File: config.mk
export PLATFORM = sky130hd
export DESIGN_NAME = memArbiter
export DESIGN_NICKNAME = d
export VERILOG_FILES = /design/src/lsuPkg.sv /design/src/memArbiter.sv
export VERILOG_INCLUDE_DIRS = /design/src /design/src/src
export SDC_FILE = /design/constraint.sdc
export NUM_CORES = 1
export LEC_CHECK = 0
export CORE_AREA = 3 3 79 81
export DETAILED_ROUTE_END_ITERATION = 7
export DIE_AREA = 0 0 82 84
export DONT_BUFFER_PORTS = 1
export PLACE_DENSITY = 0.3
export SETUP_SLACK_MARGIN = 0.4
export SKIP_LAST_GASP = 1
export SYNTH_ARGS = -nofsm -noshare
export SYNTH_HDL_FRONTEND = slang
export SYNTH_SLANG_ARGS = --single-unit
File: constraint.sdc
create_clock -name vclk -period 2.2
set_clock_uncertainty 0.1 [all_clocks]
set_input_delay 0.44 -clock vclk [all_inputs]
set_output_delay 0.44 -clock vclk [all_outputs]
set_load 0.05 [all_outputs]
File: src/lsu_settings.svh
`ifndef LSU_SETTINGS_SVH
`define LSU_SETTINGS_SVH

// number of entries in the speculative store queue.
`define LSU_SQ_DEPTH 4

// size of the data RAM in 32-bit words.
`define LSU_RAM_WORDS 256

`define LSU_TAG_W 6
`define LSU_SQN_W 6

`endif

File: src/lsuPkg.sv
`include "lsu_settings.svh"

package lsuPkg;

    typedef logic [31:0] Word;
    typedef logic [31:0] Addr;
    typedef logic [3:0] ByteMask;
    typedef logic [`LSU_TAG_W-1:0] Tag;
    typedef logic [`LSU_SQN_W-1:0] SqN;

    typedef enum logic [1:0] {
        SIZE_BYTE = 2'd0,
        SIZE_HALF = 2'd1,
        SIZE_WORD = 2'd2
    } LoadSize;

    // sqN is that of the youngest store older than the load.
    typedef struct packed {
        logic valid;
        Addr addr;
        LoadSize size;
        logic signExtend;
        Tag tagDst;
        SqN sqN;
    } LoadUop;

    typedef struct packed {
        logic valid;
        Addr addr;
        Word data;
        ByteMask wmask;
        SqN sqN;
    } StoreUop;

    typedef struct packed {
        logic taken;
        SqN sqN;
    } BranchFlush;

    typedef struct packed {
        logic valid;
        Word result;
        Tag tagDst;
        SqN sqN;
    } LoadResult;

    typedef struct packed {
        ByteMask mask;
        Word data;
    } FwdLookup;

    typedef struct packed {
        logic valid;
        logic we;
        logic [29:0] wordAddr;
        Word wdata;
        ByteMask wmask;
    } MemReq;

    // sequence numbers wrap, so age is the sign of the difference.
    function automatic logic isYounger(SqN a, SqN b);
        SqN diff;
        diff = a - b;
        return $signed(diff) > 0;
    endfunction

endpackage

File: src/memArbiter.sv
`timescale 1ns/1ns

module memArbiter import lsuPkg::*; (
    input  MemReq loadReq,
    input  MemReq drainReq,
    output logic  drainGrant,
    output MemReq ramReq
);

    // loads always win and a drain only gets the port in a cycle without a load.
    assign drainGrant = drainReq.valid && !loadReq.valid;

    always_comb begin
        if (loadReq.valid) begin
            ramReq = loadReq;
        end else begin
            ramReq = drainReq;
        end
    end

endmodule

* After elaboration in Yosys (flattened, before gate mapping) *
Index checks and enable logic that the tools add are counted.

word-level totals
  bits in registers = 0
  bits of input ports = 136
  output and inout port bits = 69
  word-level logic and storage cells = 3

operators by class
  mux-type cells = 1
  reductions and logical operators = 2

operator list
  cell                 number
  $mux W68             1
  $logic_and A1 B1 Y1  1
  $logic_not A1 Y1     1

* Logic depth before layout (Yosys ltp) *
Gate-level depths: netlist of run 1.

  depth in word-level cells = 2
  depth in mapped cells = 4
  mapped depth without buffers = 1

* Least setup slack after synthesis of run 1 *
Ideal clock, no wire load.

  path type = input -> output
  start point = input loadReq[67] (netlist name)
  end point = output drainGrant
  data arrival time = 1520 ps
  required time = 1660 ps
  path slack = 140 ps
  cell stages on the path = 4
  buffers on the path = 3
  cells stage by stage = buf_6 -> buf_6 -> buf_6 -> nor2b_1

on the way
  word-level cells in the longest chain between the ends = 2

ends and longest elaborated chain
  item                 line              RTL
  start: declaration   memArbiter.sv:4   input MemReq loadReq,
  $logic_not A1 Y1     memArbiter.sv:11  assign drainGrant = drainReq.valid && !loadReq.valid;
  $logic_and A1 B1 Y1  memArbiter.sv:11
  end: declaration     memArbiter.sv:6   output logic drainGrant,

No other way between the ends.

* Final worst setup path of run 1 *
  start point = input loadReq[67] (netlist name)
  end point = output ramReq[50] (netlist name)

on the way
  word-level cells in the longest chain between the ends = 1

ends and longest elaborated chain
  item              line              RTL
  $mux W68          memArbiter.sv:14  if (loadReq.valid) begin
  end: declaration  memArbiter.sv:7   output MemReq ramReq

No other way between the ends.

==> impl_metrics.env, run 1 <==
export IMPL_crit_type="input pin to output pin"
export IMPL_cpPeakStageDelay_ps=460
export IMPL_nFlopsAndLatches=0
export IMPL_wl_per_cell_um=27.5
export IMPL_routed_wirelength_mm=3.88
export IMPL_setup_tns_ps=0
export IMPL_grt_antenna_before_repair=0
export IMPL_setup_viol=0
export IMPL_cts_setup_buffers=0
export IMPL_fillers=623
export IMPL_synth_cells=77
export IMPL_cts_resized=0
export IMPL_p_leak_nw=0.306
export IMPL_grt_usage=0.0903
export IMPL_status="completed"
export IMPL_p_switching_w=0.000397
export IMPL_clock_power_share=0
export IMPL_min_path_type="input pin to output pin"
export IMPL_antenna_cells=0
export IMPL_final_nets=207
export IMPL_die_y_um=84
export IMPL_worstMarginPinSlew_ps=475
export IMPL_grt_pass1_wl_mm=4.80
export IMPL_vias=672
export IMPL_io_buffers=0
export IMPL_p_per_area_nw_per_um2=563
export IMPL_core_sq_um=5540
export IMPL_die_area_sq_um=6890
export IMPL_path_max_fanout=69
export IMPL_syn_avg_cell_area_sq_um=11.1
export IMPL_syn_num_nets=213
export IMPL_ios=205
export IMPL_synth_warnings=0
export IMPL_synth_seq_area_share=0
export IMPL_rsz0062_at_grt="false"
export IMPL_seq_area_sq_um=0
export IMPL_comb_power_share=1.000
export IMPL_crit_slowest_cell="mux2_2"
export IMPL_critical_path_cell_chain="mux2_2"
export IMPL_startpoint_type="input pin"
export IMPL_critPathRequiredTime_ps=1660
export IMPL_drive_gt1_frac=0.986
export IMPL_stdcell_count=141
export IMPL_p_sw_frac=0.788
export IMPL_yosysUniqueCellTypes=6
export IMPL_p_int_w=0.000107
export IMPL_grt_overflow=0
export IMPL_synth_cell_area_sq_um=856
export IMPL_vdd_ir_drop_max_uv=156
export IMPL_min_period_ps=1470
export IMPL_cp_arrival_ps=930
export IMPL_finalCritPeriodShare=0.668
export IMPL_routabilityCongestion=0.712
export IMPL_slew_viol_final=0
export IMPL_pwr_share_seq=0
export IMPL_path_depth=1
export IMPL_rows=27
export IMPL_start_util=0.154
export IMPL_initialDrtViolationCount=2
export IMPL_vias_per_cell=4.77
export IMPL_clock_buffers=0
export IMPL_max_slew_margin=0.684
export IMPL_grt_max_degree=70
export IMPL_cp_num_buf_inv=0
export IMPL_die_x_um=82
export IMPL_dp_cells=141
export IMPL_max_freq_mhz=681
export IMPL_ant_nets=0
export IMPL_drc_errors=0
export IMPL_max_cap_violations=0
export IMPL_finalHoldViolations=0
export IMPL_holdBufCountCts=0
export IMPL_holdPathStages=1
export IMPL_firstDrtPassIters=2
export IMPL_grt_pass1_vias=725
export IMPL_area_growth_pct=4.53
export IMPL_cp_top_family="multiplexers"
export IMPL_end_kind="output pin"
## per-stage QoR
| stage | area, sq um | worst slack [ps] | power [W] | hold WS, ps | utilization |
|---|---|---|---|---|---|
| 3_3_place_gp | 895 | 758 | 0.000507 | 859 | 0.161 |
| 3_5_place_dp | 895 | 755 | 0.000508 | 858 | 0.161 |
| 6_report | 895 | 731 | 0.000504 | 878 | 0.161 |
| 4_1_cts | 895 | 754 | 0.000509 | 860 | 0.161 |
| 2_1_floorplan | 863 | 428 | 0.000512 | 937 | - |
| 5_1_grt | 895 | 740 | 0.000514 | 872 | 0.161 |
## layout by cell type, fill, tap and decap left out
master   netlist  layout
nor2b_4        0       1
mux2_4         8       8
or2_1          1       1
mux2_2        59      59
## routing by layer
layer | vias up | global-route usage | wire [um]
li1 | 275 | - | -
met1 | 276 | 0.0737 | 1030
met2 | 121 | 0.201 | 2190
met3 | 0 | 0.0324 | 663
met4 | 0 | 0 | 0
met5 | - | 0 | 0
## area by class of cell
type | instances | area (sq um) | area share
multi-input combinational | 69 | 805 | 0.899
tap | 72 | 90.1 | 0.101
## cell families after synthesis
kind of cell	synth area share
buffers and inverters	0.0687
and+or+nand+nor	0.0146
muxes	0.917
## power by group through the flow
stage               sequential, W  clock [W]  combinational, W
floorplan                       0          0          0.000512
global placement                0          0          0.000507
detailed placement              0          0          0.000508
CTS                             0          0          0.000509
global route                    0          0          0.000514
finish                          0          0          0.000504
## synthesized netlist by cell type
library cell	number	area share
mux2_2	59	0.78
mux2_4	8	0.14
buf_2	5	0.029
buf_6	3	0.039
nor2b_1	1	0.0073
or2_1	1	0.0073
## final timing paths
check | end | start
max | ramReq[50] | loadReq[67]
min | drainGrant | loadReq[67]
(Power assumes the default switching activity.)
==> run 2: changes to the inputs <==
clock period = 1.19 ns   (was 2.2 ns; I/O delays follow)
==> run 2 against run 1 <==
Power increased by 100%; first-iteration DRC count increased to 8.5 times the previous value; clock-buffer cell count unchanged; largest cell class unchanged; critical path depth unchanged; critical endpoint is now ramReq[22].
==> impl_metrics.env, run 2 (same netlist as run 1, synthesis figures left out) <==
export IMPL_status="completed"
export IMPL_dp_cells=141
export IMPL_core_sq_um=5540
export IMPL_max_freq_mhz=979
export IMPL_holdPathStages=1
export IMPL_cp_arrival_ps=680
export IMPL_final_common_cell="mux2_4"
export IMPL_die_area_sq_um=6890
export IMPL_grtUsageMet2=0.151
export IMPL_startpoint="loadReq[67]"
export IMPL_grt_usage=0.0719
export IMPL_initialDrtViolationCount=17
export IMPL_finalCritPeriodShare=0.858
export IMPL_min_delay_start="loadReq[67]"
export IMPL_vias=686
export IMPL_io_buffers=0
export IMPL_rows=27
export IMPL_end_kind="output pin"
export IMPL_grt_overflow=0
export IMPL_cts_resized=9
export IMPL_p_leak_nw=0.561
export IMPL_min_to="drainGrant"
export IMPL_startpoint_type="input pin"
export IMPL_vias_per_cell=4.87
export IMPL_worstMarginPinSlew_ps=321
export IMPL_rsz0062_at_grt="true"
export IMPL_cp_top_family="multiplexers"
export IMPL_finalHoldViolations=0
export IMPL_seq_area_sq_um=0
export IMPL_routed_wirelength_mm=3.11
export IMPL_ant_nets=0
export IMPL_ios=205
export IMPL_cpPeakStageDelay_ps=400
export IMPL_start_util=0.154
export IMPL_area_growth_pct=30.7
export IMPL_crit_slowest_cell="mux2_4"
export IMPL_path_max_fanout=69
export IMPL_grt_pass1_vias=752
export IMPL_setup_viol=0
export IMPL_grt_antenna_before_repair=0
export IMPL_stdcell_count=141
export IMPL_die_x_um=82
export IMPL_final_util=0.202
export IMPL_wl_per_cell_um=22.1
export IMPL_busiest_layer="met2"
export IMPL_vdd_ir_drop_max_uv=295
export IMPL_final_cell_mix="67 x mux2_4, 1 x nor2b_4, 1 x or2_4"
export IMPL_crit_type="input pin to output pin"
export IMPL_firstDrtPassIters=2
export IMPL_p_per_area_nw_per_um2=922
export IMPL_die_y_um=84
export IMPL_drc_errors=0
export IMPL_drive_gt1_frac=1.00
export IMPL_min_period_ps=1020
export IMPL_grt_pass1_wl_mm=4.11
export IMPL_holdBufCountCts=0
export IMPL_cts_setup_buffers=0
export IMPL_cp_num_buf_inv=0
export IMPL_critical_path_cell_chain="mux2_4"
export IMPL_routabilityCongestion=0.621
export IMPL_clock_buffers=0
export IMPL_grt_use_met1=0.0744
export IMPL_slew_viol_final=0
export IMPL_nFlopsAndLatches=0
export IMPL_min_path_type="input pin to output pin"
export IMPL_max_slew_margin=0.785
export IMPL_antenna_cells=0
export IMPL_met3_usage=0.0130
export IMPL_fillers=602
export IMPL_grt_max_degree=70
export IMPL_critPathRequiredTime_ps=850
export IMPL_max_cap_violations=0
export IMPL_final_nets=207
==> run 2: cell counts in the layout (fill, tap and decap cells not counted) <==
Identical to the previous run, type by type.
==> run 2: report_power, final <==
part           total [W]  leakage (nW)  internal [W]  switching, W
sequential             0             0             0             0
clock                  0             0             0             0
combinational    0.00103         0.561      0.000305      0.000726
==> run 2: worst max-delay path by stage <==
stage                       endpoint  slack (ps)  cells after the start
after floorplan           ramReq[10]        -140                      3
after global placement     ramReq[4]         160                      1
after detailed placement   ramReq[4]         160                      1
after CTS                  ramReq[9]         220                      1
after global routing       ramReq[9]         210                      1
final                     ramReq[22]         170                      1
==> run 2: layout make-up <==
type,instances,area (sq um),share of cell area
well taps,72,90.1,0.0805
multi-input cells,69,1030,0.919
==> run 2: routing by layer <==
layer | vias to the layer above | share of wire
li1 | 274 | -
met1 | 298 | 0.27
met2 | 114 | 0.56
met3 | 0 | 0.17
met4 | 0 | 0
met5 | - | 0
==> run 2: stage by stage <==
stage          worst slack [ps]  setup TNS (ps)  power [W]  area (sq um)  hold slack (ps)
2_1_floorplan              -142           -8730    0.00106          1060              533
4_1_cts                     221               0    0.00104          1120              456
5_1_grt                     213               0    0.00105          1120              453
6_report                    169               0    0.00103          1120              508
3_5_place_dp                156               0    0.00102          1080              455
3_3_place_gp                155               0    0.00103          1080              455
==> run 3: changes to the inputs <==
CELL_PAD_IN_SITES_DETAIL_PLACEMENT = 1   (was default)
CELL_PAD_IN_SITES_GLOBAL_PLACEMENT = 1   (was default)
CORE_AREA = 2 2 79 81   (was 3 3 79 81)
DIE_AREA = 0 0 81 83   (was 0 0 82 84)
PLACE_DENSITY = 0.4   (was 0.3)
==> run 3 against run 2 <==
Worst hold slack got worse by 39 ps; critical path depth unchanged; die area is 2.4% lower; final area grew 0.34%; worst setup slack improved by 44 ps; critical endpoint is now ramReq[64].
==> impl_metrics.env, run 3 (same netlist as run 1, synthesis figures left out) <==
export IMPL_comb_power_share=1.000
export IMPL_p_sw_frac=0.706
export IMPL_grt_pass1_vias=814
export IMPL_p_per_area_nw_per_um2=928
export IMPL_setup_slack_ps=213
export IMPL_end_kind="output pin"
export IMPL_path_max_fanout=69
export IMPL_antenna_cells=0
export IMPL_p_switching_w=0.000736
export IMPL_p_int_w=0.000306
export IMPL_final_nets=207
export IMPL_firstDrtPassIters=4
export IMPL_vdd_ir_drop_max_uv=297
export IMPL_place_ws_ps=149
export IMPL_min_period_ps=977
export IMPL_max_cap_violations=0
export IMPL_cp_num_buf_inv=0
export IMPL_finalPower_w=0.00104
export IMPL_cts_resized=9
export IMPL_critPathRequiredTime_ps=850
export IMPL_drc_errors=0
export IMPL_dp_cells=144
export IMPL_max_freq_mhz=1020
export IMPL_setup_viol=0
export IMPL_holdBufCountCts=0
export IMPL_grt_max_degree=70
export IMPL_die_y_um=83
export IMPL_grt_pass1_wl_mm=4.99
export IMPL_io_buffers=0
export IMPL_startpoint_type="input pin"
export IMPL_rsz0062_at_grt="true"
export IMPL_ios=205
export IMPL_ant_nets=0
export IMPL_cp_arrival_ps=640
export IMPL_grtUsageMet2=0.198
export IMPL_area_growth_pct=31.1
export IMPL_core_sq_um=5820
export IMPL_worstMarginPinSlew_ps=329
export IMPL_met3_usage=0.0152
export IMPL_initialDrtViolationCount=13
export IMPL_setup_tns_ps=0
export IMPL_pwr_share_seq=0
export IMPL_routed_wirelength_mm=3.69
export IMPL_cts_setup_buffers=0
export IMPL_vias=686
export IMPL_start_util=0.147
export IMPL_nFlopsAndLatches=0
export IMPL_vias_per_cell=4.76
export IMPL_final_common_cell="mux2_4"
export IMPL_p_leak_nw=0.561
export IMPL_routabilityCongestion=0.719
export IMPL_finalCritPeriodShare=0.821
export IMPL_finalHoldViolations=0
export IMPL_busiest_layer="met2"
export IMPL_clock_power_share=0
export IMPL_grt_overflow=0
export IMPL_drive_gt1_frac=1.00
export IMPL_die_x_um=81
export IMPL_wl_per_cell_um=25.6
export IMPL_final_cell_mix="67 x mux2_4, 1 x nor2b_4, 1 x or2_4"
export IMPL_critical_path_cell_chain="mux2_4"
export IMPL_crit_type="input pin to output pin"
export IMPL_crit_slowest_cell="mux2_4"
export IMPL_min_path_type="input pin to output pin"
export IMPL_rows=28
export IMPL_max_slew_margin=0.780
export IMPL_cp_top_family="multiplexers"
export IMPL_dpl_cell_area_sq_um=1090
export IMPL_grt_use_met1=0.0935
export IMPL_stdcell_count=144
export IMPL_grt_usage=0.0925
export IMPL_seq_area_sq_um=0
export IMPL_die_area_sq_um=6720
export IMPL_fillers=653
export IMPL_slew_viol_final=0
export IMPL_status="completed"
export IMPL_grt_antenna_before_repair=0
export IMPL_cpPeakStageDelay_ps=380
export IMPL_clock_buffers=0
export IMPL_final_area_sq_um=1120
==> run 3: cell counts in the layout (fill, tap and decap cells not counted) <==
Identical to the previous run, type by type.
==> run 3: final timing paths <==
path | start | end | slack, ps | depth (start not counted)
max | loadReq[67] | ramReq[64] | 210 | 1
min | loadReq[67] | drainGrant | 470 | 1
==> run 3: routing by layer <==
metal | up-vias | share of wire
met1 | 307 | 0.31
met4 | 0 | 0
li1 | 274 | -
met5 | - | 0
met2 | 105 | 0.58
met3 | 0 | 0.11
==> run 3: power by group through the flow <==
stage                     registers [W]  logic, W  clock network, W
after detailed placement              0   0.00103                 0
after global placement                0   0.00103                 0
after CTS                             0   0.00105                 0
after floorplan                       0   0.00106                 0
after global routing                  0   0.00106                 0
final                                 0   0.00104                 0
==> run 3: cell type report <==
| type | instances | area (sq um) | area share |
|---|---|---|---|
| tap | 75 | 93.8 | 0.0836 |
| multi-input combinational | 69 | 1030 | 0.916 |
==> run 3: metrics by stage <==
stage                     hold WS (ps)   util
final                              469  0.193
after global routing               460  0.193
after CTS                          461  0.193
after detailed placement           460  0.187
after global placement             458  0.187
after floorplan                    533      -
