===== src/lsu_settings.svh =====
`ifndef LSU_SETTINGS_SVH
`define LSU_SETTINGS_SVH

// number of entries in the speculative store queue.
`define LSU_SQ_DEPTH 4

// size of the data RAM in 32-bit words.
`define LSU_RAM_WORDS 256

`define LSU_TAG_W 6
`define LSU_SQN_W 6

`endif


===== src/lsuPkg.sv =====
`include "lsu_settings.svh"

package lsuPkg;

    typedef logic [31:0] Word;
    typedef logic [31:0] Addr;
    typedef logic [3:0] ByteMask;
    typedef logic [`LSU_TAG_W-1:0] Tag;
    typedef logic [`LSU_SQN_W-1:0] SqN;

    typedef enum logic [1:0] {
        SIZE_BYTE = 2'd0,
        SIZE_HALF = 2'd1,
        SIZE_WORD = 2'd2
    } LoadSize;

    // sqN is that of the youngest store older than the load.
    typedef struct packed {
        logic valid;
        Addr addr;
        LoadSize size;
        logic signExtend;
        Tag tagDst;
        SqN sqN;
    } LoadUop;

    typedef struct packed {
        logic valid;
        Addr addr;
        Word data;
        ByteMask wmask;
        SqN sqN;
    } StoreUop;

    typedef struct packed {
        logic taken;
        SqN sqN;
    } BranchFlush;

    typedef struct packed {
        logic valid;
        Word result;
        Tag tagDst;
        SqN sqN;
    } LoadResult;

    typedef struct packed {
        ByteMask mask;
        Word data;
    } FwdLookup;

    typedef struct packed {
        logic valid;
        logic we;
        logic [29:0] wordAddr;
        Word wdata;
        ByteMask wmask;
    } MemReq;

    // sequence numbers wrap, so age is the sign of the difference.
    function automatic logic isYounger(SqN a, SqN b);
        SqN diff;
        diff = a - b;
        return $signed(diff) > 0;
    endfunction

endpackage


===== src/storeQueue.sv =====
`timescale 1ns/1ns
`include "lsu_settings.svh"

module storeQueue import lsuPkg::*; #(
    parameter int DEPTH = `LSU_SQ_DEPTH
) (
    input  logic       clk,
    input  logic       rst,
    input  StoreUop    store,
    output logic       stStall,
    input  logic       commitValid,
    input  SqN         commitSqN,
    input  BranchFlush branch,
    input  Addr        lookupAddr,
    input  SqN         lookupSqN,
    output FwdLookup   fwd,
    output MemReq      drainReq,
    input  logic       drainGrant
);

    localparam int PTR_W = $clog2(DEPTH);
    localparam int CNT_W = $clog2(DEPTH + 1);

    StoreUop entries [DEPTH];
    logic [PTR_W-1:0] head;
    logic [PTR_W-1:0] tail;
    logic [CNT_W-1:0] count;

    logic push;
    logic retire;
    logic [CNT_W-1:0] keepCnt;
    logic [PTR_W-1:0] tailBase;
    logic [CNT_W-1:0] countBase;

    assign stStall = (count == CNT_W'(DEPTH));
    assign push = store.valid && !stStall && !(branch.taken && isYounger(store.sqN, branch.sqN));
    assign retire = drainReq.valid && drainGrant;

    // the head entry goes to memory once the core has committed it.
    always_comb begin
        drainReq.valid = (count != '0) && commitValid && !isYounger(entries[head].sqN, commitSqN);
        drainReq.we = 1'b1;
        drainReq.wordAddr = entries[head].addr[31:2];
        drainReq.wdata = entries[head].data;
        drainReq.wmask = entries[head].wmask;
    end

    // entries sit in age order, so the survivors of a flush form a prefix from the head.
    always_comb begin
        logic [PTR_W-1:0] idx;
        keepCnt = '0;
        for (int i = 0; i < DEPTH; i++) begin
            idx = head + PTR_W'(i);
            if (CNT_W'(i) < count && !isYounger(entries[idx].sqN, branch.sqN)) begin
                keepCnt = CNT_W'(i + 1);
            end
        end
    end

    assign tailBase = branch.taken ? head + keepCnt[PTR_W-1:0] : tail;
    assign countBase = branch.taken ? keepCnt : count;

    // walk oldest to youngest so the youngest matching store wins each lane.
    always_comb begin
        logic [PTR_W-1:0] idx;
        fwd = '0;
        for (int i = 0; i < DEPTH; i++) begin
            idx = head + PTR_W'(i);
            if (CNT_W'(i) < count && entries[idx].addr[31:2] == lookupAddr[31:2]
                    && !isYounger(entries[idx].sqN, lookupSqN)) begin
                for (int b = 0; b < 4; b++) begin
                    if (entries[idx].wmask[b]) begin
                        fwd.mask[b] = 1'b1;
                        fwd.data[8*b +: 8] = entries[idx].data[8*b +: 8];
                    end
                end
            end
        end
    end

    always_ff @(posedge clk) begin
        if (rst) begin
            head <= '0;
            tail <= '0;
            count <= '0;
        end else begin
            if (retire) begin
                head <= head + 1'b1;
            end
            tail <= tailBase + PTR_W'(push);
            count <= countBase + CNT_W'(push) - CNT_W'(retire);
        end
    end

    always_ff @(posedge clk) begin
        if (push) begin
            entries[tailBase] <= store;
        end
    end

endmodule


===== config.mk =====
export PLATFORM = sky130hd
export DESIGN_NAME = storeQueue
export DESIGN_NICKNAME = d
export VERILOG_FILES = /design/src/lsuPkg.sv /design/src/storeQueue.sv
export VERILOG_INCLUDE_DIRS = /design/src /design/src/src
export SDC_FILE = /design/constraint.sdc
export NUM_CORES = 1
export LEC_CHECK = 0
export BUFFER_PORTS_ARGS = -buffer_cell sky130_fd_sc_hd__buf_2
export CORE_MARGIN = 2
export CORE_UTILIZATION = 50
export DETAILED_ROUTE_END_ITERATION = 12
export GPL_ROUTABILITY_DRIVEN = 1
export GPL_TIMING_DRIVEN = 1
export HOLD_SLACK_MARGIN = 0.02
export PLACE_DENSITY = 0.7
export SYNTH_ARGS = -nofsm -noshare
export SYNTH_HDL_FRONTEND = slang
export SYNTH_SLANG_ARGS = --single-unit

===== constraint.sdc =====
create_clock -name clk -period 18.6 [get_ports clk]
set_clock_uncertainty 0.2 [all_clocks]
set_input_delay 0.93 -clock clk [delete_from_list [all_inputs] [get_ports clk]]
set_output_delay 0.93 -clock clk [all_outputs]
set_load 0.1 [all_outputs]

# == Yosys cells after proc, flatten, opt, wreduce, memory -nomap -nowiden ==
# Memory sizes are Yosys's and may differ from the RTL's. A register that Yosys moved wholly into a read port is not among the register bits.
# Index checks and enable logic that the tools add are counted.
# word_totals
ff_bits,7
mem_bits_rw,300
in_bits,130
out_inout_bits,105
word_cells,116
n_memories,1
# classes
add_sub_neg,17
n_lt_le_gt_ge,14
n_eq_ne,5
muxes,46
reduce_logical,30
# mem_list
memory,depth,word_bits,rd,rd_clocked_by_memory_dff,wr,line,source
entries,4,75,4,1,1,storeQueue.sv:24,StoreUop entries [DEPTH];
# op_table
cell,n
two-way mux 36 bit,4
two-way mux 8 bit,16
== test 30 bit,4
> comparator 6 x 1 -> 1 bit (second input constant),10
subtractor 6 bit,10
two-way mux 1 bit,19
logical AND 1 bit,18
two-way mux 3 bit,4
logical NOT 1 bit,11
less-than comparator 1 x 3 -> 1 bit (first input constant),2
less-than comparator 2 x 3 -> 1 bit (first input constant),2
two-way mux 2 bit,3
adder 2 bit (second input constant),2
adder 3 x 1 -> 3 bit,1
== test 3 bit (second input constant),1
nonzero test 3 bit,1
subtractor 3 x 1 -> 3 bit,1
adder 2 x 1 -> 2 bit,1
adder 2 x 1 -> 2 bit (second input constant),1
adder 2 bit,1

# == Logic depth before layout (Yosys ltp) ==
# An unclocked memory read counts as a cell.
# depth
word_depth,12
ltp_mapped,27
mapped_depth_nobuf,20

# == Least setup slack after synthesis ==
# OpenSTA, ideal clock, no wires.
# synth_path
path_kind,register -> register
start,register head[0]
end,memory entries[2][0] in the netlist's numbering (enable)
setup_time_ns,0.607
t_arrival_ns,10.404
t_required_ns,17.793
path_slack_ns,7.389
path_stages_with_launch,25
n_path_buf,7
period_less_slack_ns,11.211
path_cell_list,dfxtp_1 -> buf_6 -> buf_4 -> buf_4 -> buf_2 -> buf_4 -> clkbuf_1 -> buf_1 -> mux4_2 -> inv_1 -> ha_1 -> inv_1 -> fa_1 -> xor2_1 -> or4b_2 -> o32a_1 -> nand2_1 -> o21ai_0 -> nor2b_1 -> ha_1 -> xnor2_1 -> nand2_1 -> a211oi_1 -> nor3b_1 -> nor3b_1
# synth_via
elab_chain_cells,11
elab_cells_between_ends,21
cone_classes,add/sub (7); order compare (3); mux (4); reduce/logical (6); memory (1)
# synth_lines
element,line,source
"start, declared",storeQueue.sv:25,logic [PTR_W-1:0] head;
"start signal, assigned",storeQueue.sv:88,head <= head + 1'b1;
adder 2 x 1 -> 2 bit,storeQueue.sv:53,idx = head + PTR_W'(i);
memory read (4 x 75 bit),-,
subtractor 6 bit,lsuPkg.sv:63,diff = a - b;
> comparator 6 x 1 -> 1 bit,lsuPkg.sv:64,return $signed(diff) > 0;
logical NOT 1 bit,storeQueue.sv:54,"if (CNT_W'(i) < count && !isYounger(entries[idx].sqN, branch.sqN)) begin"
logical AND 1 bit,storeQueue.sv:54,
two-way mux 3 bit (3 in a row),storeQueue.sv:54,
adder 2 bit (*),storeQueue.sv:60,assign tailBase = branch.taken ? head + keepCnt[PTR_W-1:0] : tail;
two-way mux 2 bit (*),storeQueue.sv:60,
"end, declared",storeQueue.sv:24,
# Every way passes the cells marked *; elsewhere a longest branch is shown, timed or not.

==> metrics.log <==
INFO  metric status = finished, final reports clean
INFO  metric tightestPinTransition = between 0.9 and 1 ns
INFO  metric grt_start_max_net_pins = 100
INFO  metric placed_cells_incl_taps = ~2400
INFO  metric synth-main-ff-cell = sky130_fd_sc_hd__edfxtp_1
INFO  metric post_layout_nonfiller_instances = 2420
INFO  metric clock_power_share = 0.215
INFO  metric part_of_the_power_in_registers = 0.319
INFO  metric hpwlAfterDp = roughly 42000 µm
INFO  metric drt_pre_antenna_iters = 7
INFO  metric worst-setup-path-type = register to output pin
INFO  metric timing.critical_path.from_type = register
INFO  metric placeableCoreArea = between 40000 and 50000 µm²
INFO  metric cts-buffers-inserted = 35
INFO  metric grt_setup_unrepaired = no
INFO  metric fmax = roughly 120 MHz
INFO  metric total_power = roughly 3.1 mW
INFO  metric synthDominantAreaCellType = sky130_fd_sc_hd__edfxtp_1
INFO  metric final_net_count = just over 2000
INFO  metric pint = ~1.7 mW
INFO  metric end_kind = output pin
INFO  metric detail_route.vias_per_cell = 6.48
INFO  metric hold_buffer_count_at_cts = 0
INFO  metric clock_tree.buffer_depth = 3
INFO  metric tritoncts = built
INFO  metric fin_crit = slightly above 8 ns
INFO  metric die_area = approximately 44000 µm²
INFO  metric setup.reg_to_reg.worst_slack = about 11 ns
INFO  metric numPortBuffers = around 230
INFO  metric async_reset_ff_frac = 0
INFO  metric report.final.hold_viol_count = 0
INFO  metric power_frac_comb = 0.466
INFO  metric hold_class = primary input to register
INFO  metric post_cts_resize_count = 0
INFO  metric drt_drc_violations_left = 0
INFO  metric globalRouteOverflowTotal = 0
INFO  metric global_route_wire_length_before_repair = 91000 µm
INFO  metric synthesis.nets = about 1900
INFO  metric syn-instance-count = about 1700
INFO  metric clock_tree.root_cell = sky130_fd_sc_hd__clkbuf_16
INFO  metric insertion_delay = approximately 0.53 ns
INFO  metric start_util = 0.509
INFO  metric synth_top_area_share = 0.413
INFO  metric power.net_switching = roughly 1.4 mW
INFO  metric die_width = 209 µm
INFO  metric synth_enable_flop_cells = between 200 and 300
INFO  metric global_route.usage.total = 0.270
INFO  metric synth.avg_cell_area = around 12 µm²
INFO  metric clk_pin_slew = 0.06 ns
INFO  metric holdWs = around 0.41 ns
INFO  metric synth_sequential_area_ratio = 0.422
INFO  metric number_of_buffers_inserted_to_repair_setup_after_cts = 0
INFO  metric fraction_of_layout_cells_with_a_size_suffix_above_1 = 0.266
INFO  metric synth_area_leaders = sky130_fd_sc_hd__edfxtp_1, sky130_fd_sc_hd__mux4_2, sky130_fd_sc_hd__mux2i_1
INFO  metric placement_rows = 74
INFO  metric gp_congestion = just under 1
INFO  metric power-per-cell-area = 132 nW/µm²
INFO  metric timing.final.max_slew_violations = 0
INFO  metric total_leakage_power = about 8 nW
INFO  metric worst-endpoint-arrival = approximately 7.1 ns
INFO  metric setup-tns-final = 0 ns
INFO  metric cts.sinks = approximately 300
INFO  metric worst_slew_margin_rel = 0.352
INFO  metric vdd_ir_drop_max = approximately 0.00012 V
INFO  metric timing.critical_path.fanout_max = 52
INFO  metric boundaryPins = about 240
INFO  metric synth_area = 20900 µm²
INFO  metric detailroute.via_count = around 16000
INFO  metric htree_num_levels = 2
INFO  metric ys_warn_count = 0
INFO  metric crit_required = 17.47 ns
INFO  metric number_of_antenna_violations_at_the_first_check_in_global_routing = 13
INFO  metric chipHeight = 209 µm
INFO  metric finalSetupViolCount = 0
INFO  metric routedWlPerCell = around 25 µm
INFO  metric number_of_global_route_vias_before_repair = between 15000 and 20000
INFO  metric area_delta_synth_final = 12.3%
INFO  metric route.antenna.remaining_nets = 0
INFO  metric timing.max_cap.violations = 0
INFO  metric synth-seq-cells = between 200 and 300
INFO  metric route.final.wire_length = roughly 59000 µm
INFO  metric switching_share = 0.438
INFO  metric drt-initial-drc-count = 1516
INFO  metric synth_cell_type_count = 69
INFO  metric period_share = 0.443
==> power by group through the flow <==
stage                     Clock, mW  Combinational (mW)  Sequential [mW]
after global routing          0.701                1.52             1.00
after global placement            0                1.42            0.984
after floorplan                   0                1.15            0.962
after detailed placement          0                1.43            0.997
after CTS                     0.677                1.44            0.984
final                         0.666                1.44            0.985
==> worst max-delay path: stages, from the launching register on <==
cell                        delay (ns)
sky130_fd_sc_hd__dfxtp_4          0.81
sky130_fd_sc_hd__buf_4            0.78
sky130_fd_sc_hd__buf_4            0.80
sky130_fd_sc_hd__mux4_2           0.61
sky130_fd_sc_hd__xnor2_1          0.26
sky130_fd_sc_hd__nand4_1          0.18
sky130_fd_sc_hd__nor4_1           0.63
sky130_fd_sc_hd__o2111ai_1        0.53
sky130_fd_sc_hd__nand2b_1         0.51
sky130_fd_sc_hd__a21boi_1         0.39
sky130_fd_sc_hd__a311oi_1         0.48
sky130_fd_sc_hd__buf_2            0.51
==> flip-flops by register name, indices dropped and copies added, names as in the netlist, named ones only <==
| name | flops |
|---|---|
| count | 3 |
| entries | 288 |
| head | 2 |
| tail | 2 |
==> metal layers <==
metal / wire length [µm] / vias up / global-route usage
met5: 57 / - / 0
met4: 2230 / 10 / 0.105
met3: 4660 / 144 / 0.0401
met2: 28200 / 734 / 0.436
met1: 24200 / 7784 / 0.371
li1: - / 7011 / -
==> through the flow <==
step	util	area (µm²)	setup WS, ns
floorplan	-	20900	7.39
global placement	0.544	22400	11.03
detailed placement	0.544	22400	10.93
CTS	0.571	23500	10.35
global route	0.572	23500	10.08
finish	0.572	23500	10.35
==> cell families (layout without fill, tap and decap cells) <==
kind of cell	Yosys count	count (layout)	synth area share
AND/OR/NAND/NOR	338	338	0.0821
multiplexers	332	332	0.245
AO/OA/AOI/OAI	319	319	0.103
flip-flops	297	297	0.422
buffers and inverters	169	366	0.0366
XOR/XNOR	162	162	0.0678
adder cells (fa/ha/maj)	65	65	0.0428
other	1	9	0.000179
==> synth_stat cells (4+ instances only) <==
| cell type | count |
|---|---|
| sky130_fd_sc_hd__o211ai_1 | 36 |
| sky130_fd_sc_hd__nand2b_1 | 10 |
| sky130_fd_sc_hd__buf_1 | 17 |
| sky130_fd_sc_hd__nand4_1 | 16 |
| sky130_fd_sc_hd__a21oi_1 | 70 |
| sky130_fd_sc_hd__and3_1 | 4 |
| sky130_fd_sc_hd__nor4b_1 | 4 |
| sky130_fd_sc_hd__or3_1 | 5 |
| sky130_fd_sc_hd__nor3_1 | 47 |
| sky130_fd_sc_hd__o21a_1 | 10 |
| sky130_fd_sc_hd__buf_2 | 26 |
| sky130_fd_sc_hd__nand2_1 | 65 |
| sky130_fd_sc_hd__dfxtp_1 | 9 |
| sky130_fd_sc_hd__clkbuf_1 | 59 |
| sky130_fd_sc_hd__ha_1 | 54 |
| sky130_fd_sc_hd__fa_1 | 11 |
| sky130_fd_sc_hd__mux2_2 | 49 |
| sky130_fd_sc_hd__inv_1 | 50 |
| sky130_fd_sc_hd__a311oi_1 | 34 |
| sky130_fd_sc_hd__a21o_1 | 13 |
| sky130_fd_sc_hd__mux4_2 | 131 |
| sky130_fd_sc_hd__or2_2 | 4 |
| sky130_fd_sc_hd__a31oi_1 | 4 |
| sky130_fd_sc_hd__nor3b_1 | 6 |
| sky130_fd_sc_hd__edfxtp_1 | 288 |
| sky130_fd_sc_hd__nor2b_1 | 17 |
| sky130_fd_sc_hd__mux4_1 | 7 |
| sky130_fd_sc_hd__o22ai_1 | 7 |
| sky130_fd_sc_hd__xor2_1 | 48 |
| sky130_fd_sc_hd__nor3_4 | 4 |
| sky130_fd_sc_hd__xnor2_1 | 114 |
| sky130_fd_sc_hd__a2111oi_0 | 7 |
| sky130_fd_sc_hd__o21ai_0 | 55 |
| sky130_fd_sc_hd__nand3b_1 | 8 |
| sky130_fd_sc_hd__nand3_1 | 44 |
| sky130_fd_sc_hd__nor4_1 | 16 |
| sky130_fd_sc_hd__a211oi_1 | 40 |
| sky130_fd_sc_hd__a221oi_1 | 5 |
| sky130_fd_sc_hd__nor2_1 | 82 |
| sky130_fd_sc_hd__buf_6 | 7 |
| sky130_fd_sc_hd__buf_4 | 8 |
| sky130_fd_sc_hd__mux2i_1 | 145 |
| sky130_fd_sc_hd__a21boi_1 | 4 |
| sky130_fd_sc_hd__o31ai_1 | 6 |
==> cell usage in the layout (no fill, tap or decap), drive strengths merged, types with 5 or more instances in the layout <==
cell / netlist / final
a2111oi: 7 / 7
a211oi: 40 / 40
a21boi: 6 / 6
a21o: 13 / 13
a21oi: 70 / 70
a221oi: 5 / 5
a311oi: 34 / 34
buf: 59 / 253
clkbuf: 59 / 46
clkinv: 0 / 13
dfxtp: 9 / 9
diode: 0 / 8
edfxtp: 288 / 288
fa: 11 / 11
ha: 54 / 54
inv: 51 / 51
mux2: 49 / 49
mux2i: 145 / 145
mux4: 138 / 138
nand2: 65 / 65
nand2b: 10 / 10
nand3: 44 / 44
nand3b: 8 / 8
nand4: 16 / 16
nor2: 82 / 82
nor2b: 17 / 17
nor3: 51 / 51
nor3b: 6 / 6
nor4: 17 / 17
o211ai: 36 / 36
o21a: 10 / 10
o21ai: 55 / 55
o22ai: 7 / 7
o31ai: 6 / 6
or3: 5 / 5
xnor2: 114 / 114
xor2: 48 / 48
==> final timing paths <==
kind             start        endpoint  cells after the start
max            head[0]         fwd[30]                     11
min          store[73]  entries[1][73]                      1
max reg2reg    head[0]  entries[0][33]                     19
min reg2reg    head[1]         head[1]                      2
==> area by class of cell <==
| cell class | instances | area [µm²] |
|---|---|---|
| Clock buffer | 46 | 960 |
| Antenna cell | 8 | 20.0 |
| Tap cell | 532 | 666 |
| Clock inverter | 16 | 150 |
| Multi-Input combinational cell | 1217 | 11400 |
| Timing Repair Buffer | 253 | 1330 |
| Fill cell | 3460 | 17600 |
| Sequential cell | 297 | 8840 |
| Inverter | 51 | 191 |
No activity file was read; power rests on OpenSTA's default activity.
